`src/eg_pkg.sv`:
```
// shared constants and encodings for the envelope generator
// slot count must stay a power of two, the slot counter wraps on SLOT_W bits
// levels are attenuation, 0 loudest and LVL_MAX silent
`default_nettype none

package eg_pkg;

	localparam int NUM_SLOTS = 8;
	localparam int SLOT_W    = 3;

	localparam int LVL_W = 10;
	localparam logic [LVL_W-1:0] LVL_MAX = {LVL_W{1'b1}};

	localparam int RATE_W   = 6;
	localparam int EG_CNT_W = 15; // global envelope counter

	// step size, decay adds it, attack scales level/16 by it
	localparam int STEP_W = 4;
	localparam logic [STEP_W-1:0] STEP_FULL = {STEP_W{1'b1}}; // attack jumps to 0

	localparam int WB_ADR_W = 6;
	localparam int WB_DAT_W = 16;

	typedef enum logic [1:0] {
		PH_ATTACK,
		PH_DECAY1,
		PH_DECAY2,
		PH_RELEASE
	} eg_phase_t;

	// offset inside a slot's block of eight addresses
	typedef enum logic [2:0] {
		REG_KEYCODE, // ks in 6..5, keycode in 4..0
		REG_ARATE,
		REG_RATE1,
		REG_RATE2,
		REG_RREL,    // d1l in 7..4, release rate in 3..0
		REG_TL,
		REG_KEYON,
		REG_OUT      // read only
	} eg_reg_t;

endpackage

`default_nettype wire

```
`src/eg_atten.sv`:
```
// output attenuation store, level plus 8*tl clipped at LVL_MAX
// captured on the same edge that writes the level
`timescale 1ns/1ns
`default_nettype none

module eg_atten import eg_pkg::*; (
	input  logic              clk,
	input  logic              rst,
	input  logic [SLOT_W-1:0] p1_slot,
	input  logic [6:0]        p1_tl,
	input  logic [LVL_W-1:0]  level_new,
	input  logic [SLOT_W-1:0] out_sel,
	output logic [LVL_W-1:0]  out_val
);

	logic [LVL_W-1:0] out_mem [NUM_SLOTS];
	logic [LVL_W:0]   sum;

	assign sum = level_new + {p1_tl, 3'b000}; // tl step is 8 level units

	always_ff @(posedge clk) begin
		if (rst) begin
			for (int i = 0; i < NUM_SLOTS; i++)
				out_mem[i] <= LVL_MAX;
		end else begin
			out_mem[p1_slot] <= (sum > LVL_MAX) ? LVL_MAX : sum[LVL_W-1:0];
		end
	end

	assign out_val = out_mem[out_sel]; // host readback

endmodule

`default_nettype wire

```
`src/eg_ctrl.sv`:
```
// envelope control, stage 0 of the slot pipeline
// one slot per clock, the envelope counter steps every three rotations
// settings and level_now must be combinational reads for the current slot
// release rate enters the pipeline as 2*rrate+1
`timescale 1ns/1ns
`default_nettype none

module eg_ctrl import eg_pkg::*; (
	input  logic                clk,
	input  logic                rst,
	input  logic [4:0]          keycode,
	input  logic [1:0]          ks,
	input  logic [4:0]          arate,
	input  logic [4:0]          rate1,
	input  logic [4:0]          rate2,
	input  logic [3:0]          rrate,
	input  logic [3:0]          d1l,
	input  logic [6:0]          tl,
	input  logic                keyon,
	input  logic [LVL_W-1:0]    level_now,
	output logic [SLOT_W-1:0]   slot,
	output logic [SLOT_W-1:0]   p1_slot,
	output eg_phase_t           p1_phase,
	output logic [4:0]          p1_cfg,
	output logic [4:0]          p1_keycode,
	output logic [1:0]          p1_ks,
	output logic                p1_instant,
	output logic [6:0]          p1_tl,
	output logic [EG_CNT_W-1:0] eg_cnt
);

	eg_phase_t  phase_mem [NUM_SLOTS];
	logic       kon_last  [NUM_SLOTS];
	logic [1:0] div3;
	logic       wrap;
	logic       key_rise;
	logic       key_fall;
	logic [4:0] d1level;
	eg_phase_t  phase_nxt;
	logic [4:0] cfg_nxt;

	assign wrap     = (slot == SLOT_W'(NUM_SLOTS - 1));
	assign key_rise = keyon && !kon_last[slot];
	assign key_fall = !keyon && kon_last[slot];
	assign d1level  = (d1l == 4'd15) ? 5'd16 : {1'b0, d1l}; // top step is 48 dB

	always_comb begin
		phase_nxt = phase_mem[slot];
		if (key_fall) begin
			phase_nxt = PH_RELEASE;
		end else if (key_rise) begin
			phase_nxt = PH_ATTACK;
		end else begin
			case (phase_mem[slot])
				PH_ATTACK: begin
					if (level_now == '0)
						phase_nxt = PH_DECAY1;
				end
				PH_DECAY1: begin
					if (level_now[LVL_W-1:5] >= d1level)
						phase_nxt = PH_DECAY2;
				end
				default: ; // decay 2 and release hold
			endcase
		end
		case (phase_nxt)
			PH_ATTACK:  cfg_nxt = arate;
			PH_DECAY1:  cfg_nxt = rate1;
			PH_DECAY2:  cfg_nxt = rate2;
			default:    cfg_nxt = {rrate, 1'b1};
		endcase
	end

	always_ff @(posedge clk) begin
		if (rst) begin
			slot   <= '0;
			div3   <= '0;
			eg_cnt <= '0;
		end else begin
			slot <= wrap ? '0 : slot + 1'b1;
			if (wrap) begin
				if (div3 == 2'd2) begin
					div3   <= '0;
					eg_cnt <= eg_cnt + 1'b1;
				end else begin
					div3 <= div3 + 1'b1;
				end
			end
		end
	end

	always_ff @(posedge clk) begin
		if (rst) begin
			for (int i = 0; i < NUM_SLOTS; i++) begin
				phase_mem[i] <= PH_RELEASE;
				kon_last[i]  <= 1'b0;
			end
			p1_slot    <= '0;
			p1_phase   <= PH_RELEASE;
			p1_cfg     <= '0;
			p1_keycode <= '0;
			p1_ks      <= '0;
			p1_instant <= 1'b0;
			p1_tl      <= '0;
		end else begin
			phase_mem[slot] <= phase_nxt;
			kon_last[slot]  <= keyon;
			p1_slot    <= slot;
			p1_phase   <= phase_nxt;
			p1_cfg     <= cfg_nxt;
			p1_keycode <= keycode;
			p1_ks      <= ks;
			p1_instant <= key_rise && (arate == 5'd31);
			p1_tl      <= tl;
		end
	end

	// eg_rate relies on the counter being stable within a rotation
	a_cnt_on_wrap: assert property (@(posedge clk) disable iff (rst)
		$changed(eg_cnt) |-> $past(slot) == SLOT_W'(NUM_SLOTS - 1));

endmodule

`default_nettype wire

```
`src/eg_level.sv`:
```
// per-slot attenuation levels, written at the end of stage 1
// level_now is read for the stage 0 slot, never the one being written
// attack drops by about level/16 times step_size, decay saturates at LVL_MAX
`timescale 1ns/1ns
`default_nettype none

module eg_level import eg_pkg::*; (
	input  logic              clk,
	input  logic              rst,
	input  logic [SLOT_W-1:0] p1_slot,
	input  eg_phase_t         p1_phase,
	input  logic              p1_instant,
	input  logic              step_en,
	input  logic [STEP_W-1:0] step_size,
	input  logic [SLOT_W-1:0] slot,
	output logic [LVL_W-1:0]  level_now,
	output logic [LVL_W-1:0]  level_new
);

	logic [LVL_W-1:0] level_mem [NUM_SLOTS];
	logic             was_attack [NUM_SLOTS]; // phase seen on the previous visit
	logic [LVL_W-1:0] level_old;
	logic [LVL_W:0]   drop;
	logic [LVL_W-1:0] ar_level;
	logic [LVL_W:0]   dec_sum;

	assign level_now = level_mem[slot];
	assign level_old = level_mem[p1_slot];

	assign drop     = (level_old[LVL_W-1:4] + 1'b1) * step_size;
	assign ar_level = (drop >= level_old) ? '0 : level_old - drop[LVL_W-1:0];
	assign dec_sum  = level_old + step_size;

	always_comb begin
		level_new = level_old;
		if (p1_phase == PH_ATTACK) begin
			if (p1_instant)
				level_new = '0; // attack rate 31 at key-on
			else if (step_en && level_old != '0)
				level_new = (step_size == STEP_FULL) ? '0 : ar_level;
		end else if (step_en) begin
			level_new = (dec_sum > LVL_MAX) ? LVL_MAX : dec_sum[LVL_W-1:0];
		end
	end

	always_ff @(posedge clk) begin
		if (rst) begin
			for (int i = 0; i < NUM_SLOTS; i++) begin
				level_mem[i]  <= LVL_MAX;
				was_attack[i] <= 1'b0;
			end
		end else begin
			level_mem[p1_slot]  <= level_new;
			was_attack[p1_slot] <= (p1_phase == PH_ATTACK);
		end
	end

	// eg_ctrl may only end attack into decay 1 once the level reached 0
	a_attack_down: assert property (@(posedge clk) disable iff (rst)
		p1_phase == PH_DECAY1 && was_attack[p1_slot] |-> level_old == '0);

endmodule

`default_nettype wire

```
`src/eg_rate.sv`:
```
// rate scaling and step decision, combinational in stage 1
// keeps one counter bit per slot, a step needs that bit to toggle between visits
// step_size codes the amount, STEP_FULL asks attack to jump to 0
`timescale 1ns/1ns
`default_nettype none

module eg_rate import eg_pkg::*; (
	input  logic                clk,
	input  logic                rst,
	input  logic [SLOT_W-1:0]   p1_slot,
	input  eg_phase_t           p1_phase,
	input  logic [4:0]          p1_cfg,
	input  logic [4:0]          p1_keycode,
	input  logic [1:0]          p1_ks,
	input  logic [EG_CNT_W-1:0] eg_cnt,
	output logic                step_en,
	output logic [STEP_W-1:0]   step_size
);

	logic              cnt_last [NUM_SLOTS];
	logic              attack;
	logic [RATE_W:0]   pre_rate;
	logic [RATE_W-1:0] rate;
	logic [3:0]        base;
	logic [3:0]        sh;
	logic [2:0]        cnt_win;
	logic [7:0]        pattern;
	logic              step;
	logic              tick;

	assign attack   = (p1_phase == PH_ATTACK);
	assign pre_rate = {1'b0, p1_cfg, 1'b0} + (p1_keycode >> (2'd3 - p1_ks));

	always_comb begin
		if (p1_cfg == '0)
			rate = '0;
		else if (pre_rate[RATE_W])
			rate = '1; // clamp at 63
		else
			rate = pre_rate[RATE_W-1:0];
	end

	// faster rates look at lower counter bits, attack one bit lower still
	assign base    = attack ? 4'd11 : 4'd12;
	assign sh      = (rate[5:2] >= base) ? 4'd0 : base - rate[5:2];
	assign cnt_win = eg_cnt[sh +: 3];
	assign tick    = cnt_win[0] != cnt_last[p1_slot];

	always_comb begin
		if (rate[5:4] == 2'b11) begin
			if (rate[5:2] == 4'hf && attack) begin
				pattern = 8'b11111111;
			end else begin
				case (rate[1:0])
					2'd0: pattern = 8'b00000000;
					2'd1: pattern = 8'b10001000;
					2'd2: pattern = 8'b10101010;
					default: pattern = 8'b11101110;
				endcase
			end
		end else if (rate[5:2] == 4'd0 && !attack) begin
			pattern = 8'b11111110; // slowest decay
		end else begin
			case (rate[1:0])
				2'd0: pattern = 8'b10101010;
				2'd1: pattern = 8'b11101010;
				2'd2: pattern = 8'b11101110;
				default: pattern = 8'b11111110;
			endcase
		end
		step = (rate[5:1] == '0) ? 1'b0 : pattern[cnt_win];
	end

	// above 47 every tick moves, the pattern only doubles the size
	assign step_en = tick && (rate[5:4] == 2'b11 || step);

	always_comb begin
		case (rate[5:2])
			4'd12: step_size = step ? 4'd2 : 4'd1;
			4'd13: step_size = step ? 4'd4 : 4'd2;
			4'd14: step_size = step ? 4'd8 : 4'd4;
			4'd15: step_size = 4'd8;
			default: step_size = attack ? 4'd1 : 4'd2;
		endcase
		if (attack && rate[5:1] == 5'd31)
			step_size = STEP_FULL;
	end

	always_ff @(posedge clk) begin
		if (rst) begin
			for (int i = 0; i < NUM_SLOTS; i++)
				cnt_last[i] <= 1'b0;
		end else begin
			cnt_last[p1_slot] <= cnt_win[0];
		end
	end

endmodule

`default_nettype wire

```
`src/eg_regs.sv`:
```
// Wishbone classic slave for the per-slot settings
// address is slot*8 + offset, ack lasts one cycle and never back to back
// writes land on the edge that raises ack, read data is valid while ack is high
// REG_OUT is read only, unused bits read 0
`timescale 1ns/1ns
`default_nettype none

module eg_regs import eg_pkg::*; (
	input  logic                clk,
	input  logic                rst,
	input  logic                cyc,
	input  logic                stb,
	input  logic                we,
	input  logic [WB_ADR_W-1:0] adr,
	input  logic [WB_DAT_W-1:0] dat_w,
	output logic [WB_DAT_W-1:0] dat_r,
	output logic                ack,
	input  logic [SLOT_W-1:0]   slot,
	output logic [4:0]          keycode,
	output logic [1:0]          ks,
	output logic [4:0]          arate,
	output logic [4:0]          rate1,
	output logic [4:0]          rate2,
	output logic [3:0]          rrate,
	output logic [3:0]          d1l,
	output logic [6:0]          tl,
	output logic                keyon,
	output logic [SLOT_W-1:0]   out_sel,
	input  logic [LVL_W-1:0]    out_val
);

	logic [4:0] keycode_mem [NUM_SLOTS];
	logic [1:0] ks_mem      [NUM_SLOTS];
	logic [4:0] arate_mem   [NUM_SLOTS];
	logic [4:0] rate1_mem   [NUM_SLOTS];
	logic [4:0] rate2_mem   [NUM_SLOTS];
	logic [3:0] rrate_mem   [NUM_SLOTS];
	logic [3:0] d1l_mem     [NUM_SLOTS];
	logic [6:0] tl_mem      [NUM_SLOTS];
	logic       keyon_mem   [NUM_SLOTS];

	logic                req;
	logic [SLOT_W-1:0]   bus_slot;
	eg_reg_t             reg_sel;
	logic [WB_DAT_W-1:0] rd_data;

	assign req      = cyc && stb && !ack; // first cycle of a transfer
	assign bus_slot = adr[WB_ADR_W-1:3];
	assign reg_sel  = eg_reg_t'(adr[2:0]);
	assign out_sel  = bus_slot;

	// settings of the slot under control, combinational
	assign keycode = keycode_mem[slot];
	assign ks      = ks_mem[slot];
	assign arate   = arate_mem[slot];
	assign rate1   = rate1_mem[slot];
	assign rate2   = rate2_mem[slot];
	assign rrate   = rrate_mem[slot];
	assign d1l     = d1l_mem[slot];
	assign tl      = tl_mem[slot];
	assign keyon   = keyon_mem[slot];

	always_ff @(posedge clk) begin
		if (rst) begin
			ack <= 1'b0;
			for (int i = 0; i < NUM_SLOTS; i++) begin
				keycode_mem[i] <= '0;
				ks_mem[i]      <= '0;
				arate_mem[i]   <= '0;
				rate1_mem[i]   <= '0;
				rate2_mem[i]   <= '0;
				rrate_mem[i]   <= '0;
				d1l_mem[i]     <= '0;
				tl_mem[i]      <= '0;
				keyon_mem[i]   <= 1'b0;
			end
		end else begin
			ack <= req;
			if (req && we) begin
				case (reg_sel)
					REG_KEYCODE: begin
						keycode_mem[bus_slot] <= dat_w[4:0];
						ks_mem[bus_slot]      <= dat_w[6:5];
					end
					REG_ARATE: arate_mem[bus_slot] <= dat_w[4:0];
					REG_RATE1: rate1_mem[bus_slot] <= dat_w[4:0];
					REG_RATE2: rate2_mem[bus_slot] <= dat_w[4:0];
					REG_RREL: begin
						rrate_mem[bus_slot] <= dat_w[3:0];
						d1l_mem[bus_slot]   <= dat_w[7:4];
					end
					REG_TL:    tl_mem[bus_slot]    <= dat_w[6:0];
					REG_KEYON: keyon_mem[bus_slot] <= dat_w[0];
					default: ; // REG_OUT ignores writes
				endcase
			end
		end
	end

	always_comb begin
		rd_data = '0;
		case (reg_sel)
			REG_KEYCODE: rd_data[6:0] = {ks_mem[bus_slot], keycode_mem[bus_slot]};
			REG_ARATE:   rd_data[4:0] = arate_mem[bus_slot];
			REG_RATE1:   rd_data[4:0] = rate1_mem[bus_slot];
			REG_RATE2:   rd_data[4:0] = rate2_mem[bus_slot];
			REG_RREL:    rd_data[7:0] = {d1l_mem[bus_slot], rrate_mem[bus_slot]};
			REG_TL:      rd_data[6:0] = tl_mem[bus_slot];
			REG_KEYON:   rd_data[0]   = keyon_mem[bus_slot];
			REG_OUT:     rd_data[LVL_W-1:0] = out_val;
		endcase
	end

	always_ff @(posedge clk) begin
		if (req) begin
			dat_r <= rd_data; // held through the ack cycle
		end
	end

	// ack answers a request seen on the previous edge
	a_ack_follows_req: assert property (@(posedge clk) disable iff (rst)
		ack |-> $past(cyc && stb && !ack));

endmodule

`default_nettype wire

```
`src/eg_top.sv`:
```
// eight-slot envelope generator with a Wishbone classic host port
// rotation never stalls, only the host waits for ack
// a settings write shows on REG_OUT within 16 cycles
`timescale 1ns/1ns
`default_nettype none

module eg_top import eg_pkg::*; (
	input  logic                clk,
	input  logic                rst,
	input  logic                cyc,
	input  logic                stb,
	input  logic                we,
	input  logic [WB_ADR_W-1:0] adr,
	input  logic [WB_DAT_W-1:0] dat_w,
	output logic [WB_DAT_W-1:0] dat_r,
	output logic                ack
);

	logic [4:0]          keycode;
	logic [1:0]          ks;
	logic [4:0]          arate;
	logic [4:0]          rate1;
	logic [4:0]          rate2;
	logic [3:0]          rrate;
	logic [3:0]          d1l;
	logic [6:0]          tl;
	logic                keyon;
	logic [SLOT_W-1:0]   slot;
	logic [SLOT_W-1:0]   out_sel;
	logic [LVL_W-1:0]    out_val;
	logic [LVL_W-1:0]    level_now;
	logic [LVL_W-1:0]    level_new;
	logic [SLOT_W-1:0]   p1_slot;
	eg_phase_t           p1_phase;
	logic [4:0]          p1_cfg;
	logic [4:0]          p1_keycode;
	logic [1:0]          p1_ks;
	logic                p1_instant;
	logic [6:0]          p1_tl;
	logic [EG_CNT_W-1:0] eg_cnt;
	logic                step_en;
	logic [STEP_W-1:0]   step_size;

	eg_regs u_regs (
		.clk(clk), .rst(rst), .cyc(cyc), .stb(stb), .we(we), .adr(adr),
		.dat_w(dat_w), .dat_r(dat_r), .ack(ack), .slot(slot),
		.keycode(keycode), .ks(ks), .arate(arate), .rate1(rate1), .rate2(rate2),
		.rrate(rrate), .d1l(d1l), .tl(tl), .keyon(keyon),
		.out_sel(out_sel), .out_val(out_val)
	);

	eg_ctrl u_ctrl (
		.clk(clk), .rst(rst), .keycode(keycode), .ks(ks), .arate(arate),
		.rate1(rate1), .rate2(rate2), .rrate(rrate), .d1l(d1l), .tl(tl),
		.keyon(keyon), .level_now(level_now), .slot(slot), .p1_slot(p1_slot),
		.p1_phase(p1_phase), .p1_cfg(p1_cfg), .p1_keycode(p1_keycode),
		.p1_ks(p1_ks), .p1_instant(p1_instant), .p1_tl(p1_tl), .eg_cnt(eg_cnt)
	);

	eg_rate u_rate (
		.clk(clk), .rst(rst), .p1_slot(p1_slot), .p1_phase(p1_phase),
		.p1_cfg(p1_cfg), .p1_keycode(p1_keycode), .p1_ks(p1_ks), .eg_cnt(eg_cnt),
		.step_en(step_en), .step_size(step_size)
	);

	eg_level u_level (
		.clk(clk), .rst(rst), .p1_slot(p1_slot), .p1_phase(p1_phase),
		.p1_instant(p1_instant), .step_en(step_en), .step_size(step_size),
		.slot(slot), .level_now(level_now), .level_new(level_new)
	);

	eg_atten u_atten (
		.clk(clk), .rst(rst), .p1_slot(p1_slot), .p1_tl(p1_tl),
		.level_new(level_new), .out_sel(out_sel), .out_val(out_val)
	);

endmodule

`default_nettype wire

```
`config.mk`:
```
export PLATFORM = sky130hd
export DESIGN_NAME = eg_top
export DESIGN_NICKNAME = d
export VERILOG_FILES = /design/src/eg_pkg.sv /design/src/eg_atten.sv /design/src/eg_ctrl.sv /design/src/eg_level.sv /design/src/eg_rate.sv /design/src/eg_regs.sv /design/src/eg_top.sv
export SDC_FILE = /design/constraint.sdc
export NUM_CORES = 1
export LEC_CHECK = 0
export BUFFER_PORTS_ARGS = -buffer_cell sky130_fd_sc_hd__buf_2
export CAP_MARGIN = 30
export CORE_MARGIN = 2
export CORE_UTILIZATION = 45
export CTS_BUF_LIST = sky130_fd_sc_hd__clkbuf_2 sky130_fd_sc_hd__clkbuf_4 sky130_fd_sc_hd__clkbuf_8
export DETAILED_ROUTE_END_ITERATION = 12
export MAX_ROUTING_LAYER = met4
export SETUP_SLACK_MARGIN = 0.02
export SLEW_MARGIN = 40
export SYNTH_ARGS = -nofsm -noshare
export SYNTH_HDL_FRONTEND = slang
export SYNTH_HIERARCHICAL = 1
export SYNTH_SLANG_ARGS = --single-unit
```
`constraint.sdc`:
```
create_clock -name clk -period 18.4 [get_ports clk]
set_input_delay 2.76 -clock clk [delete_from_list [all_inputs] [get_ports clk]]
set_output_delay 2.76 -clock clk [all_outputs]
set_load 0.03 [all_outputs]
```
### Yosys cells after proc, flatten, opt, wreduce, memory -nomap -nowiden

Memories as Yosys holds them, arrays and structs flattened. A register that Yosys moved wholly into a read port is not among the register bits.
Index checks and enable logic that the tools add are counted.

* memories kept: 14
* bits of input ports: 27
* RAM bits: 496
* output and inout port bits: 17
* logic and storage cells: 231
* flip-flop bits (word level): 42

Memories
* u_atten.out_mem: depth 8, width 10, rd ports 1, clocked after memory_dff 0, wr ports 8, line eg_atten.sv:16 `logic [LVL_W-1:0] out_mem [NUM_SLOTS];`
* u_level.level_mem: depth 8, width 10, rd ports 2, clocked after memory_dff 2, wr ports 8, line eg_level.sv:20 `logic [LVL_W-1:0] level_mem [NUM_SLOTS];`
* u_regs.tl_mem: depth 8, width 7, rd ports 2, clocked after memory_dff 1, wr ports 8, line eg_regs.sv:39 `logic [6:0] tl_mem [NUM_SLOTS];`
* u_regs.arate_mem: depth 8, width 5, rd ports 2, clocked after memory_dff 1, wr ports 8, line eg_regs.sv:34 `logic [4:0] arate_mem [NUM_SLOTS];`
* u_regs.keycode_mem: depth 8, width 5, rd ports 2, clocked after memory_dff 1, wr ports 8, line eg_regs.sv:32 `logic [4:0] keycode_mem [NUM_SLOTS];`
* u_regs.rate1_mem: depth 8, width 5, rd ports 2, clocked after memory_dff 1, wr ports 8, line eg_regs.sv:35 `logic [4:0] rate1_mem [NUM_SLOTS];`
* 8 more memories

* multipliers: 1
* reductions and logical operators: 42
* order comparisons: 6
* $add $sub $neg: 10
* shift-type cells: 2
* mux-type cells: 122
* equal/unequal tests: 24

Operator list (number)
* $mux 10: 10
* $mux 3: 27
* $mux 1: 50
* $pmux 4 s7: 1
* $mux 5: 5
* $eq 4x4->1 const B: 6
* $mux 8: 3
* $pmux 8 s3: 1
* $gt 11x10->1 const B: 2
* $pmux 7 s3: 1
* $mux 4: 5
* $reduce_or 10->1: 2
* $reduce_or 5->1: 4
* $mux 2: 9
* $pmux 4 s4: 1
* $add 15x1->15 const B: 1
* $eq 3x3->1 const B: 5
* $pmux 5 s3: 1
* $shiftx 15x5->3: 1
* $mux 6: 2
* $add 10x10->11: 1
* $add 10x4->11: 1
* $ge 11x10->1: 1
* $logic_and 1x1->1: 11
* other kinds (37): 56

### Longest topological paths before layout

Gate-level depths: netlist of the first run.

* depth in word-level cells: 26
* gate-level depth with buffers: 47
* depth with buffers taken out: 44

### Hierarchy

Netlist of the first run, hierarchy kept.

By module, submodules not included
* eg_regs: times used 1, cells an instance 1261, area an instance 16973.8 µm², sequential area each 9449.1 µm²
* eg_level: times used 1, cells an instance 598, area an instance 6536.3 µm², sequential area each 2402.3 µm²
* eg_atten: times used 1, cells an instance 268, area an instance 3880.0 µm², sequential area each 2402.3 µm²
* eg_ctrl: times used 1, cells an instance 295, area an instance 3128.0 µm², sequential area each 1621.6 µm²
* eg_rate: times used 1, cells an instance 220, area an instance 1813.0 µm², sequential area each 240.2 µm²

### Worst setup path after synthesis of the first run

No wires, ideal clock.

* path kind: reg2reg
* start: reg u_ctrl.p1_ks[0], read port of u_regs.ks_mem
* end: mem u_atten.out_mem[3][6], data pin
* period minus slack after synthesis: 10.553 ns
* buffers on the path: 4
* library setup time: 0.274 ns
* data required time: 18.126 ns
* arrival: 10.280 ns
* slack: 7.847 ns
* stages on the path, launching flop included: 44
* cells stage by stage: dfxtp_1 clkbuf_1 mux2i_1 a21oi_1 ha_1 a21o_2 a21o_2 and2_1 nor2_1 nor2_1 ha_1 buf_6 and3_1 or4_2 mux2_4 and3_4 or2_0 o32a_2 (+8 left out) a21oi_1 o21bai_1 a21oi_1 o21ai_0 xor2_1 ha_1 a21oi_1 nand3_1 nor3_1 buf_1 o2111ai_1 nand2_1 ha_1 clkbuf_1 a211oi_2 nand2_1 nor2_1 nand2_1

RTL lines
* start, declared: line eg_ctrl.sv:26 `output logic [1:0] p1_ks,`
* end, declared: line eg_atten.sv:16

==> metrics.md, run 1 <==
| Metric | Value |
|---|---|
| Status | completed |
| Reg clk slew, reported paths | 0.07 ns |
| Worst-Margin Slew | 0.896 ns |
| CTS tree | built |
| Clock Path Buffers | 3 |
| Htree depth | 3 |
| Crit Path Class | register to register |
| Post-synth cell types | 127 |
| Worst path bufs/invs | 1 |
| Post-synthesis sequential area ratio | 49.8% |
| Final Max Tran Viols | 0 |
| Max-slew headroom | 40.0% |
| Synthesized instance count | 2642 |
| Cts hold-fix bufs | 0 |
| Initial DRC Count | 2600 |
| Peak supply drop | 0.0654 mV |
| TritonCTS Buffers | 98 |
| Later-pin clock latency in the skew report | 0.75 ns |
| Worst clock skew | 0.0627 ns |
| R2R Setup Slk | 6.09 ns |
| Synth warnings | 6 |
| Largest fanout on the critical path | 18 |
| Pre-Repair DR Iteration Count | 8 |
| Post-Route WL | 94900 um |
| Crit path DAT | 12.77 ns |
| Die width | 272 um |
| Largest net degree at the start of global routing | 65 |
| Die height | 272 um |
| Top delay family on crit path | compound AO/OA/AOI/OAI gates |
| Avg Inst Size Synth | 12.2 sq um |
| Cell accounting for the most synthesized area | edfxtp_1 |
| GRT Overall Usage | 26.3% |
| #FFs+latches synth | 552 |
| Die ar. | 74000 sq um |
| RD Place Congestion | 0.908 |
| Final hold violation count | 0 |
| Power Dens Cells | 102 nW/um^2 |
| Commonest non-fill, non-tap cell in the layout | edfxtp_1 |
| Placed Cells | 3471 |
| First-pass GRT wire length | 143000 um |
| Via Count | 22900 |
| Setup TNS | 0 ns |
| DRC | 0 |
| PnR worst setup slack | 6.09 ns |
| Final setup viols | 0 |
| Critical path required time | 18.87 ns |
| Nature of the critical path startpoint | register |
| Postcts setup bufs | 0 |
| Overall power | 3.61 mW |
| Post-synth top area share | 47.0% |
| Core Region | 71400 sq um |
| Area growth syn-to-layout | 9.64% |
| Post-Layout Cell Count | 3656 |
| Clock sinks | 552 |
| Number of placement rows | 98 |
| Final ANT Viol Nets | 0 |
| Ratio of cells with drive above 1 in the final layout | 22.2% |
| Crit end category | register |
| Ys flop type | edfxtp_1 |
| Max Fclk | 0.0813 GHz |
| Via-to-Cell Ratio | 6.27 |
| Post-DP HPWL | 62200 um |
| Post_cts resized | 0 |
| Type of the tightest min-delay check | register to register |
| Vias in the first global route | 22800 |
| Dominant cells by area after synthesis | edfxtp_1 (47%), mux4_2 (9.3%), and2_1 (3.9%), mux2_2 (3.2%), dfxtp_1 (2.8%) |
| Initial antenna violation count | 5 |
| Setup WS pre-CTS | 6.15 ns |
| Congestion Overflow GR | 0 |
| Final Cycle Share | 66.9% |
| Pleak | 12.4 nW |
| Starting density of the core | 45.3% |
| Buffers added on ports | 29 |
| Routed WL per cell | 26.0 um |
| Fin crit period | 12.31 ns |
| Syn Std Cell Area | 32300 sq um |
| Leading cell types in the layout, fill and taps excluded | edfxtp_1 (506), nand2_1 (230), and2_1 (202) |
| Net count, final | 2728 |
| Slowest stage cell, crit path | ha_1 |
| Unrepaired setup endpoints after global routing | no |
| Post-synth EDFFs | 506 |
| Crit-path max cell delay | 0.78 ns |
| Clock root buffer master | clkbuf_8 |
| Top-level I/O count | 44 |
| FFs w/ async S/R, synth | 0% |
| Max-cap viol count | 0 |
sequential cells by signal, summed over array words and instances, names as in the netlist, 32 cells and up:
register,cells
u_level/level_mem,80
u_regs/arate_mem,40
u_regs/rate1_mem,40
u_regs/keycode_mem,40
u_regs/rate2_mem,40
u_regs/d1l_mem,32
u_regs/tl_mem,56
u_atten/out_mem,80
u_regs/rrate_mem,32
metrics by stage:
| step | cell area, sq um | hold WS, ns | util [%] |
|---|---|---|---|
| floorplan | 32300 | 0.460 | - |
| global placement | 33100 | 0.468 | 46.4 |
| detailed placement | 33200 | 0.504 | 46.6 |
| CTS | 35400 | 0.516 | 49.5 |
| global route | 35400 | 0.525 | 49.7 |
| finish | 35400 | 0.512 | 49.7 |
cells in the mapped netlist (45+ instances only):
cell type	count
and2_1	202
clkbuf_1	132
mux2_2	92
mux4_2	134
edfxtp_1	506
a22oi_1	67
nand2_1	230
a21o_1	52
nand3_1	69
ha_1	62
dfxtp_1	46
nor2b_1	45
a21oi_1	52
and3_1	134
inv_1	60
nor2_1	118
area by class of cell:
class	count	area (sq um)
antenna	4	10.0
sequential	552	16100
fill	6343	35900
multi-input combinational	1829	15200
clock buffer	123	1540
tap	950	1190
clock inverter	55	583
timing repair buffer	77	576
inverter	66	250
layer usage:
metal,global-route usage [%],wire length (um),vias up
met4,9.20,3160,0
met2,40.3,44000,1207
met1,35.1,39400,11500
li1,-,-,10100
met3,4.97,8360,214
met5,-,0,-
logic make-up (layout without fill, tap and decap cells):
logic type | after synthesis | count (layout) | synth area share, %
AO/OA/AOI/OAI | 435 | 435 | 10.7
XOR/XNOR | 33 | 33 | 0.917
flip-flops | 552 | 552 | 49.8
multiplexers | 278 | 278 | 14.6
other | 1 | 10 | 0.0116
adder cells (fa/ha/maj) | 79 | 79 | 3.39
buffers and inverters | 266 | 321 | 3.69
AND/OR/NAND/NOR | 998 | 998 | 16.9
path summary, 6_finish.rpt:
kind / start / to / cells past startpoint
min: u_ctrl/div3[1] / u_ctrl/div3[1] / 2
max: u_ctrl/p1_keycode[3] / u_atten/out_mem[0][6] / 41
max reg2reg: u_ctrl/p1_keycode[3] / u_atten/out_mem[0][6] / 41
min reg2reg: u_ctrl/div3[1] / u_ctrl/div3[1] / 2
worst reg2reg max path, delay by kind of cell, from the launching register on:
family	cells	cell delay, ns
xor gates and xnor gates	1	0.16
AOI/OAI and AO/OA	19	4.77
DFF	1	0.44
buffers and inverters	1	0.06
adders and majority gates	7	3.17
and+or+nand+nor	12	3.34
muxes	1	0.14
power by group:
group	internal (mW)	switching, mW
sequential	1.42	0.0380
clock	0.700	0.548
combinational	0.335	0.565
total	2.46	1.15
Note: power is estimated with default switching activity, not from simulation.
==> run 2: changes to the inputs <==
Settings changed: ABC_AREA set to 1.
Clock period 18.4 ns to 11.2 ns, I/O delays scaled along.
==> run 2 against run 1 <==
Net effect:
- critical path depth up 16
- critical endpoint is now u_atten/out_mem[5][1]
- core utilization down 0.72 points
- combinational power rose to 3.2 times the previous value
- global-route usage up 0.55 points
- highest routed layer unchanged
- non-clock buffer count down 7
==> metrics.md, run 2 <==
| Metric | Value |
|---|---|
| Avg Inst Size Synth | 7.86 sq um |
| Reg clk slew, reported paths | 0.06 ns |
| #FFs+latches synth | 552 |
| Switching fraction of total power | 41.2% |
| Pleak | 15.0 nW |
| Placed Area | 34300 sq um |
| Post-synth top area share | 45.2% |
| Ys flop type | edfxtp_1 |
| Status | completed |
| Routed WL per cell | 19.2 um |
| CTS tree | built |
| Hold Path Origin | u_ctrl/div3[0] |
| Clock Path Buffers | 3 |
| Synthesized instance count | 4271 |
| Largest net degree at the start of global routing | 177 |
| Critical path required time | 11.64 ns |
| Flop pwr share | 33.7% |
| Congestion Overflow GR | 0 |
| Commonest non-fill, non-tap cell in the layout | nand2_1 |
| Buffers added on ports | 29 |
| Crit path launch | u_ctrl/p1_ks[0] |
| Clock sinks | 552 |
| Synth Area in Simple Gates | 30.3% |
| Peak supply drop | 0.130 mV |
| Fill cells | 7381 |
| Via-to-Cell Ratio | 5.50 |
| Dominant cells by area after synthesis | edfxtp_1 (45%), nand2_1 (14%), nor2_1 (6.9%), o21ai_0 (5.2%), nand3_1 (4.2%) |
| Mux share of post-synthesis cell area | 0.0298% |
| Final hold violation count | 0 |
| Worst clock skew | 0.0614 ns |
| Internal | 4.23 mW |
| Synth warnings | 6 |
| Vias in the first global route | 27500 |
| R2r startpoint | u_ctrl/p1_ks[0] |
| R2R Setup Slk | 1.01 ns |
| Initial DRC Count | 3030 |
| Net count, final | 4326 |
| Crit path capture | u_atten/out_mem[5][1] |
| Cell accounting for the most synthesized area | edfxtp_1 |
| Die height | 277 um |
| Biggest registers after layout | u_atten/out_mem x80, u_level/level_mem x80, u_regs/tl_mem x56 |
| Worst-Margin Slew | 0.915 ns |
| Die width | 277 um |
| TritonCTS Buffers | 97 |
| Most frequent cell after synthesis | nand2_1 |
| Post-Layout Cell Count | 5270 |
| Max-cap viol count | 0 |
| Share of total power in the clock network | 26.3% |
| Ratio of cells with drive above 1 in the final layout | 9.61% |
| First-pass GRT wire length | 156000 um |
| Setup TNS | 0 ns |
| Post-synthesis compound-gate area fraction | 10.6% |
| Final Cell Area | 36300 sq um |
| Crit path DAT | 10.63 ns |
| Xor/xnor cell area share of the yosys netlist | 0.495% |
| Fin crit period | 10.19 ns |
| DRC | 0 |
| FF-to-FF path depth | 57 |
| Most frequent cell on the critical path | nand2_1 |
| Post-DP HPWL | 65600 um |
| Final setup viols | 0 |
| Final ANT Viol Nets | 0 |
| RD Place Congestion | 0.895 |
| Placed Cells | 5088 |
| Post-synthesis sequential area ratio | 48.0% |
| Power Dens Cells | 198 nW/um^2 |
| Initial antenna violation count | 4 |
| FFs w/ async S/R, synth | 0% |
| Max Fclk | 0.0981 GHz |
| Crit end category | register |
| R2r endpoint | u_atten/out_mem[5][1] |
| Core Region | 74200 sq um |
| Die ar. | 76800 sq um |
| Post-synth cell types | 64 |
| NetSw | 2.96 mW |
| Htree depth | 3 |
| GRT Overall Usage | 26.9% |
| Top-level I/O count | 44 |
| Later-pin clock latency in the skew report | 0.73 ns |
| Max-slew headroom | 38.9% |
| Slowest stage cell, crit path | fa_1 |
| Pre-Repair DR Iteration Count | 6 |
| Nature of the critical path startpoint | register |
| Starting density of the core | 45.3% |
| Crit Path Class | register to register |
| Crit-path max cell delay | 0.52 ns |
| Number of placement rows | 100 |
| Area growth syn-to-layout | 8.14% |
| Syn Std Cell Area | 33600 sq um |
| Combinational Power Share | 40.1% |
| Via Count | 29000 |
| Largest family of logic cells by synthesized area | simple AND/OR/NAND/NOR gates |
| Post-Route WL | 101000 um |
| Final Max Tran Viols | 0 |
| Leading cell types in the layout, fill and taps excluded | nand2_1 (1251), nor2_1 (611), edfxtp_1 (506) |
| Post-synth EDFFs | 506 |
| Largest fanout on the critical path | 17 |
| Post-synth top cells | nand2_1 (1252), nor2_1 (619), edfxtp_1 (506) |
| Clock root buffer master | clkbuf_8 |
| Adder-Cell Fraction of Synth Area | 3.20% |
| Type of the tightest min-delay check | register to register |
| Final Cycle Share | 91.0% |
==> run 2: area by class of cell <==
| type | count | area [sq um] | share of cell area (%) |
|---|---|---|---|
| diodes | 5 | 12.5 | 0.0344 |
| clock buffers | 134 | 1650 | 4.54 |
| clock inverters | 39 | 287 | 0.789 |
| inverters | 379 | 1440 | 3.98 |
| multi-input cells | 3122 | 15100 | 41.6 |
| flip-flops and latches | 552 | 16100 | 44.4 |
| well taps | 969 | 1210 | 3.34 |
| repair buffers | 70 | 490 | 1.35 |
==> run 2: worst max-delay path, delay by kind of cell, from the launching register on <==
| family | cells | cell delay (ns) |
|---|---|---|
| fa+ha+maj | 9 | 3.31 |
| mux | 1 | 0.26 |
| simple gates | 28 | 3.62 |
| compound gates | 8 | 1.24 |
| xor+xnor | 1 | 0.13 |
| buf+inv | 10 | 0.91 |
| flops | 1 | 0.43 |
==> run 2: what timing repair did <==
action / 4_1_cts / 5_1_grt
endpoints found under the setup margin: 0 / 80
gates resized for setup: 0 / 12
hold buffers: 0 / 0
setup buffers: 0 / 3
==> run 2: worst min path at each step <==
stage	endpoint	slack, ns	cells past startpoint
2_1_floorplan	u_ctrl/div3[1]	0.44	2
3_3_place_gp	u_ctrl/div3[1]	0.46	2
3_5_place_dp	u_ctrl/div3[1]	0.46	2
4_1_cts	u_ctrl/div3[1]	0.47	2
5_1_grt	u_ctrl/eg_cnt[11]	0.51	2
6_report	u_ctrl/div3[1]	0.47	2
==> run 2: cells by family after synthesis <==
kind of cell | Yosys count
DFF | 552
and+or+nand+nor | 2356
buffers and inverters | 603
xor gates and xnor gates | 19
other | 1
adders and majority gates | 77
AOI/OAI and AO/OA | 662
muxes | 1
==> run 2: metal layers <==
layer | up-vias | part of all wire, % | GRT usage [%]
li1 | 14000 | - | -
met2 | 1062 | 48 | 43.4
met1 | 13700 | 42 | 34.6
met5 | - | 0 | -
met3 | 207 | 7.0 | 3.40
met4 | 0 | 3.2 | 9.94
==> run 2: power by group through the flow <==
stage,clock network [mW],registers (mW),logic [mW]
detailed placement,0,2.46,2.80
global placement,0,2.46,2.78
CTS,1.92,2.42,2.81
global route,2.02,2.43,3.21
finish,1.89,2.42,2.88
floorplan,0,2.45,2.14
==> run 2: metrics by stage <==
| step | utilization, % | power [mW] | hold WS, ns | setup slack (ns) |
|---|---|---|---|---|
| 2_1_floorplan | - | 4.58 | 0.443 | 2.18 |
| 3_3_place_gp | 46.1 | 5.24 | 0.465 | 0.708 |
| 3_5_place_dp | 46.2 | 5.26 | 0.464 | 0.628 |
| 4_1_cts | 48.8 | 7.15 | 0.471 | 0.565 |
| 5_1_grt | 49.0 | 7.66 | 0.507 | -0.000426 |
| 6_report | 49.0 | 7.19 | 0.469 | 1.01 |
